<file path="config.mk">
export PLATFORM = sky130hd
export DESIGN_NAME = cacheCtrl
export DESIGN_NICKNAME = d
export VERILOG_FILES = /design/src/rtl/cachePkg.sv /design/src/rtl/cacheCtrl.sv
export SDC_FILE = /design/constraint.sdc
export NUM_CORES = 1
export LEC_CHECK = 0
export BUFFER_PORTS_ARGS = -buffer_cell sky130_fd_sc_hd__buf_2
export CORE_AREA = 4 4 225 227
export CTS_CLUSTER_DIAMETER = 150
export DETAILED_ROUTE_END_ITERATION = 10
export DIE_AREA = 0 0 229 231
export SYNTH_ARGS = -nofsm -noshare
export SYNTH_HDL_FRONTEND = slang
export SYNTH_SLANG_ARGS = --single-unit
</file>
<file path="constraint.sdc">
create_clock -name clk -period 3.5 [get_ports clk]
set_input_delay 0.35 -clock clk [delete_from_list [all_inputs] [get_ports clk]]
set_output_delay 0.35 -clock clk [all_outputs]
set_load 0.02 [all_outputs]
</file>
<file path="src/rtl/cachePkg.sv">
// cache package
// geometry of the two-way write-back data cache and the types
// shared by the controller, tag store, data store and bus side

package cachePkg;

	// address split
	localparam int addrBits     = 32;                  // cpu and bus address
	localparam int wordBits     = 32;                  // one data word
	localparam int tagBits      = 20;                  // addr[31:12]
	localparam int indexBits    = 8;                   // addr[11:4]
	localparam int offsetBits   = 4;                   // addr[3:0] byte offset
	localparam int wordsPerLine = 4;
	localparam int wordSelBits  = $clog2(wordsPerLine); // word select in a line
	localparam int numSets      = 1 << indexBits;
	localparam int numWays      = 2;

	// field view of an address
	typedef struct packed {
		logic [tagBits-1:0]    tag;
		logic [indexBits-1:0]  index;
		logic [offsetBits-1:0] offset; // bits 3:2 pick the word
	} addrFieldsT;

	// one address word seen flat or split
	typedef union packed {
		logic [addrBits-1:0] raw;    // bus address
		addrFieldsT          fields; // tag/index/offset
	} cacheAddrT;

	// cpu request, 65 bits
	typedef struct packed {
		logic                write;     // 1 store, 0 load
		cacheAddrT           addr;
		logic [wordBits-1:0] storeData; // aligned word
	} cpuReqT;

	// whole cache line, word 0 lowest
	typedef logic [wordsPerLine-1:0][wordBits-1:0] lineT;

	// one returned bus word
	typedef struct packed {
		logic                   valid;
		logic [wordSelBits-1:0] offset; // last word ends refill
		logic [wordBits-1:0]    data;
	} refillT;

	// controller states
	typedef enum logic [2:0] {
		idle    = 3'b000,
		lookup  = 3'b001,
		miss    = 3'b011,
		replace = 3'b010,
		refill  = 3'b110
	} cacheStateT;

endpackage
</file>
<file path="src/rtl/cacheCtrl.sv">
// cache controller
// holds one cpu request and sequences lookup, dirty writeback,
// line fetch and refill; answers hits in the lookup cycle

`timescale 1ns/1ps

module cacheCtrl (
	input  logic                            clk,
	input  logic                            rstn,
	input  logic                            i_Valid,        // cpu request valid
	input  cachePkg::cpuReqT                i_Req,
	input  logic                            i_Hit,
	input  logic                            i_HitWay,
	input  logic                            i_VictimWay,
	input  logic                            i_VictimDirty,
	input  logic [cachePkg::tagBits-1:0]     i_VictimTag,
	input  logic [cachePkg::wordBits-1:0]    i_ReadWord,
	input  cachePkg::lineT                  i_VictimLine,
	input  logic                            i_LoadReady,    // bus took line fetch
	input  cachePkg::refillT                i_Return,
	input  logic                            i_StoreReady,   // bus took writeback
	output logic [cachePkg::indexBits-1:0]   o_ReadIndex,
	output logic [cachePkg::tagBits-1:0]     o_LookupTag,
	output logic                            o_Way,
	output logic [cachePkg::wordSelBits-1:0] o_WordSel,
	output logic                            o_WordWrite,
	output logic [cachePkg::wordBits-1:0]    o_WriteWord,
	output logic                            o_RefillWrite,
	output logic                            o_TagFill,
	output logic                            o_DataOK,
	output logic [cachePkg::wordBits-1:0]    o_LoadData,
	output logic                            o_LoadRequire,
	output logic [cachePkg::addrBits-1:0]    o_LoadAddr,
	output logic                            o_StoreRequire,
	output logic [cachePkg::addrBits-1:0]    o_StoreAddr,
	output cachePkg::lineT                  o_StoreData
);
	import cachePkg::*;

	cacheStateT state;
	cacheStateT nextState;
	cpuReqT     reqQ;          // held cpu request
	logic       victimWayQ;    // way being replaced
	logic       victimDirtyQ;  // victim needs writeback
	cacheAddrT  storeAddrQ;    // line address of victim
	cacheAddrT  victimAddr;
	cacheAddrT  loadAddr;
	logic       lastWord;      // final refill beat
	logic       takeReq;
	logic       missSeen;

	assign takeReq  = (state == idle) & i_Valid;
	assign missSeen = (state == lookup) & ~i_Hit;
	assign lastWord = i_Return.valid
		& (i_Return.offset == wordSelBits'(wordsPerLine - 1));

	always_ff @(posedge clk or negedge rstn) begin
		if (!rstn) begin
			state <= idle;
		end else begin
			state <= nextState;
		end
	end

	always_comb begin
		nextState = state; // bus stalls just hold
		case (state)
			idle: begin
				if (i_Valid) begin
					nextState = lookup;
				end
			end
			lookup: begin
				nextState = i_Hit ? idle : miss; // one request at a time
			end
			miss: begin
				if (!victimDirtyQ || i_StoreReady) begin
					nextState = replace; // clean victim skips writeback
				end
			end
			replace: begin
				if (i_LoadReady) begin
					nextState = refill;
				end
			end
			refill: begin
				if (lastWord) begin
					nextState = lookup; // retry now hits
				end
			end
			default: nextState = idle;
		endcase
	end

	// request payload, captured once per request
	always_ff @(posedge clk) begin
		if (takeReq) begin
			reqQ <= i_Req;
		end
	end

	always_ff @(posedge clk or negedge rstn) begin
		if (!rstn) begin
			victimWayQ   <= 1'b0;
			victimDirtyQ <= 1'b0;
		end else if (missSeen) begin
			victimWayQ   <= i_VictimWay;
			victimDirtyQ <= i_VictimDirty;
		end
	end

	// victim line address from stored tag and held index
	always_comb begin
		victimAddr.fields.tag    = i_VictimTag;
		victimAddr.fields.index  = reqQ.addr.fields.index;
		victimAddr.fields.offset = '0;
	end

	always_ff @(posedge clk) begin
		if (missSeen) begin
			storeAddrQ <= victimAddr;
		end
	end

	// line-aligned fetch address
	always_comb begin
		loadAddr.fields.tag    = reqQ.addr.fields.tag;
		loadAddr.fields.index  = reqQ.addr.fields.index;
		loadAddr.fields.offset = '0;
	end

	// incoming index in idle, held index otherwise
	assign o_ReadIndex = (state == idle) ? i_Req.addr.fields.index
		: reqQ.addr.fields.index;
	assign o_LookupTag = reqQ.addr.fields.tag;
	assign o_Way       = (state == lookup) ? i_HitWay : victimWayQ;
	assign o_WordSel   = reqQ.addr.fields.offset[offsetBits-1 -: wordSelBits];

	// store hit goes straight into the hit way
	assign o_WordWrite   = (state == lookup) & i_Hit & reqQ.write;
	assign o_WriteWord   = reqQ.storeData;
	assign o_RefillWrite = (state == refill) & i_Return.valid;
	assign o_TagFill     = (state == refill) & lastWord;

	assign o_DataOK   = (state == lookup) & i_Hit; // single cycle pulse
	assign o_LoadData = i_ReadWord;

	assign o_LoadRequire  = (state == replace);
	assign o_LoadAddr     = loadAddr.raw;
	assign o_StoreRequire = (state == miss) & victimDirtyQ;
	assign o_StoreAddr    = storeAddrQ.raw;
	assign o_StoreData    = i_VictimLine; // stable while in miss

endmodule

</file>
==> results of run 1 <==
routing by layer:
| metal | track usage [%] | vias to the layer above | part of all wire [%] |
|---|---|---|---|
| met5 | 0 | - | 0.36 |
| met4 | 3.25 | 8 | 4.3 |
| met3 | 5.63 | 55 | 22 |
| met2 | 6.92 | 295 | 43 |
| met1 | 4.16 | 1071 | 31 |
| li1 | - | 999 | - |
worst reg2reg max path: cells and delay by family (launching register included):
kind,cells,cell delay [ps]
and+or+nand+nor,2,1240
buffers and inverters,1,310
DFF,1,450
kinds of logic (layout without fill, tap and decap cells):
| family | after synthesis | after routing | synth area share [%] |
|---|---|---|---|
| simple gates | 19 | 19 | 2.32 |
| flops | 96 | 96 | 56.9 |
| mux | 11 | 11 | 2.47 |
| other cells | 1 | 8 | 0.0746 |
| buf+inv | 253 | 240 | 37.6 |
| compound gates | 4 | 4 | 0.697 |
sequential cells by signal, indices dropped and copies added (netlist names):
signal and flops:
o_WriteWord 32, reqQ 1, o_LoadAddr 28, victimDirtyQ 1, o_StoreAddr 28, state 3
o_WordSel 2, victimWayQ 1
through the flow:
step,setup WS (ps),area (µm²),utilization [%],power (mW)
finish,1080,5360,11.0,3.70
global route,959,5360,11.0,3.95
floorplan,629,5050,-,2.80
detailed placement,1110,5070,10.4,2.78
CTS,996,5360,11.0,3.84
global placement,1190,5070,10.4,2.76
power breakdown:
group	total (mW)	internal (mW)	switching [mW]	leakage, nW
sequential	1.65	1.54	0.108	0.896
clock	0.994	0.490	0.504	0.136
combinational	1.06	0.353	0.708	1.02
total	3.70	2.39	1.32	2.06
Yosys cell counts (2+ instances only):
| master | instances | area share (%) |
|---|---|---|
| sky130_fd_sc_hd__buf_4 | 250 | 37 |
| sky130_fd_sc_hd__edfxtp_1 | 91 | 54 |
| sky130_fd_sc_hd__mux2_2 | 9 | 2.0 |
| sky130_fd_sc_hd__dfrtp_1 | 5 | 2.5 |
| sky130_fd_sc_hd__nor2_1 | 5 | 0.37 |
| sky130_fd_sc_hd__inv_1 | 3 | 0.22 |
| sky130_fd_sc_hd__nor2b_1 | 3 | 0.37 |
| sky130_fd_sc_hd__and2_1 | 2 | 0.25 |
| sky130_fd_sc_hd__mux2_1 | 2 | 0.45 |
| sky130_fd_sc_hd__nand2b_1 | 2 | 0.25 |
how the worst min path moves through the flow:
stage | start | to | slack (ps) | cells past startpoint
after floorplan | rstn | state[0]$_DFFE_PN0P_ | 50 | 0
after global placement | rstn | victimDirtyQ$_DFFE_PN0P_ | 170 | 1
after detailed placement | rstn | state[2]$_DFFE_PN0P_ | 180 | 1
after CTS | i_Req[34] | o_WordSel[0]$_DFFE_PP_ | 90 | 1
after global routing | i_Req[19] | o_WriteWord[19]$_DFFE_PP_ | 90 | 1
final | i_Req[34] | o_WordSel[0]$_DFFE_PP_ | 140 | 1
placed cells by master, fill, tap and decap left out, drive strengths merged, types with 2 or more instances in the layout:
cell type and n:
clkinv 3, edfxtp 91, nor2b 3, conb 8, dfrtp 5, nor3 2
buf 220, and2 2, clkbuf 9, inv 6, mux2 11, nand2b 2
nor2 6
what timing repair did:
| item | in CTS | in global routing |
|---|---|---|
| endpoints found under the hold margin | 5 | 0 |
| hold buffers | 1 | 0 |
| buffers inserted | 0 | 0 |
| resized for setup | 0 | 0 |
final cells by class:
class,instances,share of cell area (%)
Timing Repair Buffer,221,21.0
Tap cell,622,14.5
Inverter,3,0.210
Multi-Input combinational cell,42,5.74
Sequential cell,96,53.3
Clock inverter,7,1.00
Clock buffer,9,4.20
==> summary.log, run 1 <==
qor: floorplan.die_area 52900 µm²
qor: setup_path.critPathLaunchType flop
qor: floorplan.die_height 231 µm
qor: floorplan.core_area 48600 µm²
qor: finish.n_fill_cell 5523
qor: global_route.wire_length_of_the_first_global_routing_pass 17800 µm
qor: placed_design.placedCellCount 983
qor: power_and_ir_drop.irDropWorstVdd 0.360 mV
qor: power_and_ir_drop.power_density 691 nW/µm²
qor: logic_synthesis.syn_inst_count 384
qor: global_route.antenna_found_initial 6
qor: finish.regArea 2860 µm²
qor: clock_network.clock_latency 380 ps
qor: setup_path.endpoint o_ReadIndex[4]
qor: floorplan.rows 81
qor: logic_synthesis.yosys_warnings 0
qor: floorplan.num_io_pins 582
qor: setup_path.setup.reg_to_reg.worst_slack 1150 ps
qor: setup_path.timing.critical_path.slowest_stage_cell sky130_fd_sc_hd__nor3_2
qor: logic_synthesis.synth.yosys.seq_area_share 56.9%
qor: timing.period_share 69.0%
qor: setup_path.crit_start state[2]$_DFFE_PN0P_
qor: route.dr.pass1.iters 3
qor: status.run_status finished, final reports clean
qor: clock_network.cts_root_buf sky130_fd_sc_hd__clkbuf_16
qor: clock_network.tritoncts done
qor: clock_network.cts_buffer_depth 2
qor: logic_synthesis.synth.lib_cells_used.distinct 22
qor: timing.worst_slew_margin_rel 38.5%
qor: logic_synthesis.synth_area_per_cell 13.1 µm²
qor: logic_synthesis.syn-cell-area 5020 µm²
qor: global_route.track_usage 5.00%
qor: setup_path.worst_path_largest_cell_delay 650 ps
qor: route.wl 13400 µm
qor: setup_path.timing.critical_path.arrival 2070 ps
qor: timing.count_of_endpoints_failing_hold_in_the_final_timing_report 0
qor: logic_synthesis.count_of_flip_flops_with_a_built_in_enable_after_synthesis 91
qor: placed_design.dp_hpwl 10600 µm
qor: setup_path.crit_path_cell_trace nor3_2 -> mux2_2 -> buf_2
qor: logic_synthesis.synth.ff_latch_count 96
qor: setup_path.r2r_cells 3
qor: route.wl_per_cell 13.4 µm
qor: floorplan.floorplan.initialDensity 10.3%
qor: timing.tightest_slew 920 ps
qor: timing.skew_final 14.5 ps
qor: clock_network.clock_sinks 96
qor: clock_network.tritoncts_buffer_count 9
qor: route.via_count 2428
qor: finish.drive_gt1_share 65.9%
qor: setup_path.critical_path_buf_inv_count 1
qor: power_and_ir_drop.total_leakage_power 2.06 nW
qor: setup_path.crit_family simple AND/OR/NAND/NOR gates
qor: floorplan.dieWidth 229 µm
qor: timing.hold_ws 141 ps
qor: finish.insertedDiodeCount 0
qor: timing.rsz0062_at_grt false
qor: timing.post-route-min-period 2420 ps
qor: clock_network.cts_htree_levels 3
qor: route.drc 0
qor: route.antenna_nets_post_route 0
qor: hold_path.hold_path.class in2reg
qor: setup_path.critical_path.reg2reg.startpoint state[2]$_DFFE_PN0P_
qor: setup_path.critical_path_class reg2out
qor: run.max_cap_violations 0
qor: route.detailedRoute.firstIterationViolations 82
qor: setup_path.timing.critical_path.depth 3
qor: route.detail_route.vias_per_cell 2.43
qor: timing.setup_viol 0
qor: global_route.maximum_number_of_pins_on_one_net_before_global_route_repair 33
qor: placed_design.place.port_buffers 219
qor: finish.final_nets 662
qor: setup_path.cp.required 3150 ps
qor: placed_design.finalWeightedCongestion 0.679
qor: setup_path.critical_path_peak_fanout 9
qor: logic_synthesis.async_reset_ff_share 5.21%
qor: timing.setup_tns 0 ps
qor: timing.max_freq 414 MHz
qor: finish.post_layout_nonfiller_instances 1000
qor: finish.multiInputGateArea 308 µm²
qor: global_route.vias_in_the_first_global_route 2564
qor: clock_network.cts.clk_slew.worst_paths 80 ps
qor: global_route.globalRoute.totalOverflow 0
qor: setup_path.critPathCaptureType output port
qor: logic_synthesis.ys_dominant_reg_cell sky130_fd_sc_hd__edfxtp_1
qor: finish.flow.area_growth_from_synthesis 6.67%
qor: timing.maxSlewViolCount 0
qor: setup_path.timing.rr.end o_LoadAddr[21]$_DFFE_PP_
No activity file was read; power rests on OpenSTA's default activity.
==> run 2, diff against run 1 <==
CORE_AREA = 4 4 222 224   (was 4 4 225 227)
DIE_AREA = 0 0 226 228   (was 0 0 229 231)
clock period = 2.1 ns   (was 3.5 ns; I/O delays follow)
==> run 2 against run 1 <==
  * Critical path type unchanged
  * Critical endpoint is now o_ReadIndex[6]
  * Combinational power rose by 92%
  * Clock skew fell by 7.3 ps
  * Setup slack got worse by 990 ps
  * Routed wire length rose by 16%
  * Worst hold slack got worse by 100 ps
  * Clock power rose by 78%
  * Via count rose by 16%
  * Power rose by 77%
  * Utilization rose by 2.2 points
==> summary.log, run 2 (synthesized netlist as in run 1, its figures left out) <==
qor: clock_network.postCtsSetupBuffers 0 [unchanged]
qor: route.dr.pass1.iters 4 [was 3]
qor: finish.flow.area_growth_from_synthesis 24.8% [was 6.67%]
qor: route.antenna_nets_post_route 0 [unchanged]
qor: timing.max_freq 499 MHz
qor: route.via_count 2815 [was 2428]
qor: global_route.antenna_found_initial 0 [was 6]
qor: clock_network.cts.clk_slew.worst_paths 80 ps [about the same]
qor: clock_network.tritoncts done [unchanged]
qor: finish.layout_common_cells sky130_fd_sc_hd__buf_2 (219), sky130_fd_sc_hd__edfxtp_1 (91), sky130_fd_sc_hd__dlygate4sd3_1 (82) [was sky130_fd_sc_hd__buf_2 (219), sky130_fd_sc_hd__edfxtp_1 (91), sky130_fd_sc_hd__mux2_2 (9), sky130_fd_sc_hd__clkbuf_16 (9), sky130_fd_sc_hd__conb_1 (8)]
qor: timing.count_of_endpoints_failing_hold_in_the_final_timing_report 0 [unchanged]
qor: timing.period_share 95.4%
qor: placed_design.dp_hpwl 11600 µm [was 10600 µm]
qor: power_and_ir_drop.total_leakage_power 2.46 nW [was 2.06 nW]
qor: finish.multiInputGateArea 308 µm² [unchanged]
qor: timing.hold_ws 41.1 ps [was 141 ps]
qor: floorplan.dieWidth 226 µm [was 229 µm]
qor: timing.setup_tns 0 ps [unchanged]
qor: finish.leading_cell_type_in_the_layout_fill_and_taps_excluded sky130_fd_sc_hd__buf_2 [unchanged]
qor: timing.setup_viol 0 [unchanged]
qor: floorplan.floorplan.initialDensity 10.6% [was 10.3%]
qor: global_route.track_usage 5.92% [was 5.00%]
qor: global_route.maximum_number_of_pins_on_one_net_before_global_route_repair 25 [was 33]
qor: clock_network.cts_buffer_depth 2 [unchanged]
qor: setup_path.critical_path_peak_fanout 8 [was 9]
qor: clock_network.cts_root_buf sky130_fd_sc_hd__clkbuf_16 [unchanged]
qor: setup_path.critical_path_class reg2out [unchanged]
qor: placed_design.place.port_buffers 219 [unchanged]
qor: finish.utilization 13.2% [was 11.0%]
qor: finish.largest_reg_flops 32 [unchanged]
qor: finish.final_nets 751 [was 662]
qor: hold_path.hold_path.class in2reg [unchanged]
qor: power_and_ir_drop.power_density 1050 nW/µm² [was 691 nW/µm²]
qor: timing.maxSlewViolCount 0 [unchanged]
qor: setup_path.critPathCaptureType output port [unchanged]
qor: timing.post-route-min-period 2000 ps
qor: placed_design.finalWeightedCongestion 0.764 [was 0.679]
qor: floorplan.num_io_pins 582 [unchanged]
qor: floorplan.die_area 51500 µm² [was 52900 µm²]
qor: power_and_ir_drop.irDropWorstVdd 0.740 mV [was 0.360 mV]
qor: setup_path.critPathLaunchType flop [unchanged]
qor: floorplan.die_height 228 µm [was 231 µm]
qor: floorplan.rows 80 [was 81]
qor: finish.regArea 2860 µm² [unchanged]
qor: clock_network.tritoncts_buffer_count 9 [unchanged]
qor: clock_network.clock_sinks 96 [unchanged]
qor: finish.insertedDiodeCount 0 [unchanged]
qor: setup_path.timing.critical_path.arrival 1790 ps [was 2070 ps]
qor: run.max_cap_violations 0 [unchanged]
qor: global_route.vias_in_the_first_global_route 3151 [was 2564]
qor: clock_network.cts_htree_levels 3 [unchanged]
qor: global_route.wire_length_of_the_first_global_routing_pass 21300 µm [was 17800 µm]
qor: timing.skew_final 7.18 ps [was 14.5 ps]
qor: finish.drive_gt1_share 55.2% [was 65.9%]
qor: floorplan.core_area 47300 µm² [was 48600 µm²]
qor: route.drc 0 [unchanged]
qor: status.run_status finished, final reports clean [unchanged]
qor: setup_path.cp.required 1890 ps [was 3150 ps]
qor: clock_network.clock_latency 380 ps [about the same]
qor: placed_design.place_area 5130 µm² [was 5070 µm²]
qor: placed_design.placedCellCount 984 [was 983]
qor: finish.post_layout_nonfiller_instances 1082 [was 1000]
qor: clock_network.count_of_cells_resized_by_post_cts_repair 0 [unchanged]
qor: route.wl 15500 µm [was 13400 µm]
qor: route.wl_per_cell 14.3 µm [was 13.4 µm]
qor: route.detail_route.vias_per_cell 2.60 [was 2.43]
qor: finish.design_area 6270 µm² [was 5360 µm²]
qor: finish.n_fill_cell 5293 [was 5523]
qor: clock_network.cts_hold_repair.buffers 82 [was 1]
qor: global_route.globalRoute.totalOverflow 0 [unchanged]
qor: timing.rsz0062_at_grt false [unchanged]
qor: route.detailedRoute.firstIterationViolations 78 [was 82]
-- run 2: final cells by class --
type                    instances  area share, %
flip-flops and latches         96           45.6
repair buffers                310           32.0
well taps                     615           12.3
multi-input cells              42           4.91
clock buffers                   9           3.59
clock inverters                 7           1.42
inverters                       3          0.180
-- run 2: worst paths after layout --
kind / slack (ps) / depth (start not counted) / to / start
hold / removal: 40 / 1 / o_LoadAddr[26]$_DFFE_PP_ / i_Req[58]
min in group asynchronous: 180 / 2 / state[0]$_DFFE_PN0P_ / rstn
max in group asynchronous: 1790 / 2 / victimDirtyQ$_DFFE_PN0P_ / rstn
setup / recovery: 100 / 4 / o_ReadIndex[6] / state[0]$_DFFE_PN0P_
setup reg to reg: 400 / 4 / victimWayQ$_DFFE_PN0P_ / state[0]$_DFFE_PN0P_
hold reg to reg: 490 / 0 / o_StoreAddr[4]$_DFFE_PP_ / o_LoadAddr[4]$_DFFE_PP_
-- run 2: power by group --
group	internal, mW	switching [mW]	total [mW]
logic	0.763	1.28	2.04
registers	2.57	0.173	2.74
clock network	0.866	0.909	1.77
-- run 2: metrics by stage --
stage | power [mW] | worst slack [ps]
2_1_floorplan | 4.65 | 212
3_3_place_gp | 4.69 | 425
3_5_place_dp | 4.73 | 396
4_1_cts | 6.70 | 58.8
5_1_grt | 6.90 | 17.6
6_report | 6.55 | 96.4
-- run 2: worst max-delay path, cell delays in order, from the launching register on --
cell and delay [ps]:
sky130_fd_sc_hd__dfrtp_1 460, sky130_fd_sc_hd__nor3_2 210, sky130_fd_sc_hd__buf_4 220, sky130_fd_sc_hd__mux2_2 360, sky130_fd_sc_hd__buf_2 160
-- run 2: layer usage --
metal | vias up | global-route usage (%) | routed length (µm)
met5 | - | 0.759 | 11
met1 | 1318 | 5.52 | 5150
li1 | 1169 | - | -
met4 | 2 | 5.59 | 1160
met2 | 248 | 8.44 | 6910
met3 | 78 | 4.08 | 2270
==> run 3, diff against run 2 <==
--- a/config.mk
+++ b/config.mk
@@ -10,4 +10,6 @@
 export CTS_CLUSTER_DIAMETER = 150
+export CTS_CLUSTER_SIZE = 8
 export DETAILED_ROUTE_END_ITERATION = 10
 export DIE_AREA = 0 0 226 228
+export GPL_TIMING_DRIVEN = 0
 export SYNTH_ARGS = -nofsm -noshare
==> constraint.sdc (replaced) <==
create_clock -name clk -period 2.1 [get_ports clk]
set_input_delay 0 -clock clk [delete_from_list [all_inputs] [get_ports clk]]
set_output_delay 0 -clock clk [all_outputs]
set_load 0.02 [all_outputs]
==> run 3 against run 2 <==
  * Combinational power grew 45%
  * Highest routed layer is now met4
  * Setup slack gained 5.3 ps
  * Power grew 15%
  * Utilization grew 5.7 points
  * Largest power group is now combinational logic
  * Count of clock-buffer cells in the layout is the same
  * Final cell count grew 38%
  * Via count grew 50%
  * Clock power grew 3%
  * Cell area grew 43%
  * Global-route usage grew 0.96 points
  * Clock skew grew 1.7 ps
==> summary.log, run 3 (synthesized netlist as in run 1, its figures left out) <==
qor: placed_design.finalWeightedCongestion 0.770 [was 0.764]
qor: floorplan.core_area 47300 µm² [unchanged]
qor: setup_path.cp.required 2120 ps [was 1890 ps]
qor: finish.design_area 8960 µm² [was 6270 µm²]
qor: timing.period_share 95.2% [was 95.4%]
qor: power_and_ir_drop.irDropWorstVdd 0.755 mV [was 0.740 mV]
qor: clock_network.cts.clk_slew.worst_paths 80 ps [about the same]
qor: global_route.antenna_found_initial 1 [was 0]
qor: placed_design.place.port_buffers 379 [was 219]
qor: finish.drive_gt1_share 75.5% [was 55.2%]
qor: timing.count_of_endpoints_failing_hold_in_the_final_timing_report 0 [unchanged]
qor: finish.final_nets 1161 [was 751]
qor: finish.post_layout_nonfiller_instances 1493 [was 1082]
qor: timing.tightest_slew 670 ps
qor: finish.flow.area_growth_from_synthesis 78.4% [was 24.8%]
qor: power_and_ir_drop.combinationalPowerShare 39.2% [was 31.1%]
qor: placed_design.place_area 7720 µm² [was 5130 µm²]
qor: floorplan.die_area 51500 µm² [unchanged]
qor: setup_path.critical_path_peak_fanout 32 [was 8]
qor: power_and_ir_drop.sw_frac_of_total 37.1% [was 36.0%]
qor: timing.post-route-min-period 2000 ps [about the same]
qor: timing.worst_slew_margin_rel 55.2%
qor: timing.setup_tns 0 ps [unchanged]
qor: hold_path.hold_path.class in2reg [unchanged]
qor: status.run_status finished, final reports clean [unchanged]
qor: clock_network.cts_root_buf sky130_fd_sc_hd__clkbuf_16 [unchanged]
qor: setup_path.critical_path.reg2reg.startpoint state[2]$_DFFE_PN0P_ [was state[0]$_DFFE_PN0P_]
qor: power_and_ir_drop.clockPowerShare 24.2% [was 27.1%]
qor: placed_design.detailedPlace.worstSlack -467 ps [was 396 ps]
qor: floorplan.die_height 228 µm [unchanged]
qor: finish.layout_common_cells sky130_fd_sc_hd__buf_2 (379), sky130_fd_sc_hd__buf_4 (250), sky130_fd_sc_hd__edfxtp_1 (91) [was sky130_fd_sc_hd__buf_2 (219), sky130_fd_sc_hd__edfxtp_1 (91), sky130_fd_sc_hd__dlygate4sd3_1 (82)]
qor: global_route.track_usage 6.89% [was 5.92%]
qor: route.wl_per_cell 12.8 µm [was 14.3 µm]
qor: global_route.globalRoute.totalOverflow 0 [unchanged]
qor: setup_path.r2r_cells 2 [was 4]
qor: route.antenna_nets_post_route 0 [unchanged]
qor: route.drc 0 [unchanged]
qor: setup_path.timing.rr.end o_WriteWord[4]$_DFFE_PP_ [was victimWayQ$_DFFE_PN0P_]
qor: clock_network.cts_buffer_depth 2 [unchanged]
qor: setup_path.setup.reg_to_reg.worst_slack 100 ps [was 400 ps]
qor: global_route.vias_in_the_first_global_route 4239 [was 3151]
qor: setup_path.crit_family simple AND/OR/NAND/NOR gates [was flip-flops]
qor: setup_path.critical_path_buf_inv_count 0 [was 2]
qor: timing.postLayoutSetupSlackWorst 102 ps [was 96.4 ps]
qor: clock_network.clock_sinks 96 [unchanged]
qor: setup_path.critPathLaunchType flop [unchanged]
qor: route.via_count 4232 [was 2815]
qor: clock_network.tritoncts done [unchanged]
qor: setup_path.worst_path_largest_cell_delay 570 ps [was 460 ps]
qor: route.detail_route.vias_per_cell 2.83 [was 2.60]
qor: floorplan.floorplan.initialDensity 10.6% [unchanged]
qor: floorplan.rows 80 [unchanged]
qor: placed_design.placedCellCount 1385 [was 984]
qor: clock_network.clock_latency 380 ps [about the same]
qor: global_route.maximum_number_of_pins_on_one_net_before_global_route_repair 33 [was 25]
qor: power_and_ir_drop.internal_power_summed_over_all_cells 4.75 mW [was 4.19 mW]
qor: clock_network.cts_htree_levels 3 [unchanged]
qor: finish.leading_cell_type_in_the_layout_fill_and_taps_excluded sky130_fd_sc_hd__buf_2 [unchanged]
qor: power_and_ir_drop.total_switching_power 2.80 mW [was 2.36 mW]
qor: finish.largest_reg_flops 32 [unchanged]
qor: run.max_cap_violations 0 [unchanged]
qor: hold_path.min_path_cells 3 [was 1]
qor: timing.max_freq 500 MHz [was 499 MHz]
qor: route.detailedRoute.firstIterationViolations 119 [was 78]
qor: floorplan.num_io_pins 582 [unchanged]
qor: hold_path.hold_path_startpoint i_Hit [was i_Req[58]]
qor: global_route.wire_length_of_the_first_global_routing_pass 26000 µm [was 21300 µm]
qor: route.wl 19100 µm [was 15500 µm]
qor: timing.skew_final 8.90 ps [was 7.18 ps]
qor: setup_path.timing.critical_path.slowest_stage_cell sky130_fd_sc_hd__and2_4 [was sky130_fd_sc_hd__dfrtp_1]
qor: setup_path.crit_path_cell_trace nor3_4 -> and2_4 [was nor3_2 -> buf_4 -> mux2_2 -> buf_2]
qor: power_and_ir_drop.pwr-share-seq 36.6% [was 41.8%]
qor: route.dr.pass1.iters 4 [unchanged]
qor: timing.maxSlewViolCount 0 [unchanged]
qor: timing.setup_viol 0 [unchanged]
qor: power_and_ir_drop.power_density 842 nW/µm² [was 1050 nW/µm²]
qor: hold_path.whs_endpoint state[1]$_DFFE_PN0P_ [was o_LoadAddr[26]$_DFFE_PP_]
qor: setup_path.critPathCaptureType flop [was output port]
qor: setup_path.critical_path_class reg2reg [was reg2out]
qor: placed_design.dp_hpwl 14700 µm [was 11600 µm]
qor: power_and_ir_drop.total_leakage_power 4.28 nW [was 2.46 nW]
qor: setup_path.timing.critical_path.arrival 2020 ps [was 1790 ps]
qor: floorplan.dieWidth 226 µm [unchanged]
qor: clock_network.tritoncts_buffer_count 9 [unchanged]
qor: power_and_ir_drop.total_power 7.55 mW [was 6.55 mW]
[run 3: area by class of cell]
cell class | count | area, µm²
inverter | 3 | 11.3
clock buffer | 9 | 225
sequential | 96 | 2860
multi-input combinational | 44 | 334
buffer | 250 | 1880
timing repair buffer | 468 | 2790
fill | 5180 | 38400
clock inverter | 7 | 96.3
tap | 615 | 769
antenna | 1 | 2.50
[run 3: per-stage QoR]
step | utilization [%] | hold slack [ps]
2_1_floorplan | - | -296
3_3_place_gp | 16.3 | -177
3_5_place_dp | 16.3 | -170
4_1_cts | 18.9 | 79.8
5_1_grt | 18.9 | 103
6_report | 18.9 | 106
[run 3: routing by layer]
layer  GRT usage [%]  wire [µm]  vias to the layer above
li1                -          -                     1995
met1            6.92       6740                     1967
met2            12.7      10200                      253
met3            2.31       1780                       17
met4            3.20        389                        0
met5               0          0                        -
[run 3: worst max path at each step]
stage                          from                   endpoint  slack (ps)  cells past startpoint
2_1_floorplan  state[2]$_DFFE_PN0P_   o_LoadAddr[10]$_DFFE_PP_         210                      2
3_3_place_gp   state[0]$_DFFE_PN0P_  o_WriteWord[11]$_DFFE_PP_        -430                      2
3_5_place_dp   state[0]$_DFFE_PN0P_  o_WriteWord[11]$_DFFE_PP_        -470                      2
4_1_cts        state[0]$_DFFE_PN0P_   o_WriteWord[4]$_DFFE_PP_          20                      2
5_1_grt        state[2]$_DFFE_PN0P_   o_LoadAddr[12]$_DFFE_PP_          -3                      2
6_report       state[2]$_DFFE_PN0P_   o_WriteWord[4]$_DFFE_PP_         100                      2
[run 3: repair_timing]
action	CTS	global route
endpoints found under the setup margin	101	21
hold buffers	89	0
pin swaps	1	1
hold endpoints to repair	92	0
gates resized for setup	3	1
setup buffers	0	0
cloned	2	0
[run 3: worst reg2reg max path, cell delays in order (launching register included)]
cell and delay (ps):
sky130_fd_sc_hd__dfrtp_1 460, sky130_fd_sc_hd__nor3_4 550, sky130_fd_sc_hd__and2_4 570
[run 3: power groups by stage]
stage | registers (mW) | clock network (mW) | logic, mW
after floorplan | 2.83 | 0 | 1.82
after global placement | 2.78 | 0 | 2.79
after CTS | 2.77 | 1.94 | 3.01
after detailed placement | 2.80 | 0 | 2.81
final | 2.76 | 1.83 | 2.96
after global routing | 2.81 | 1.98 | 3.15
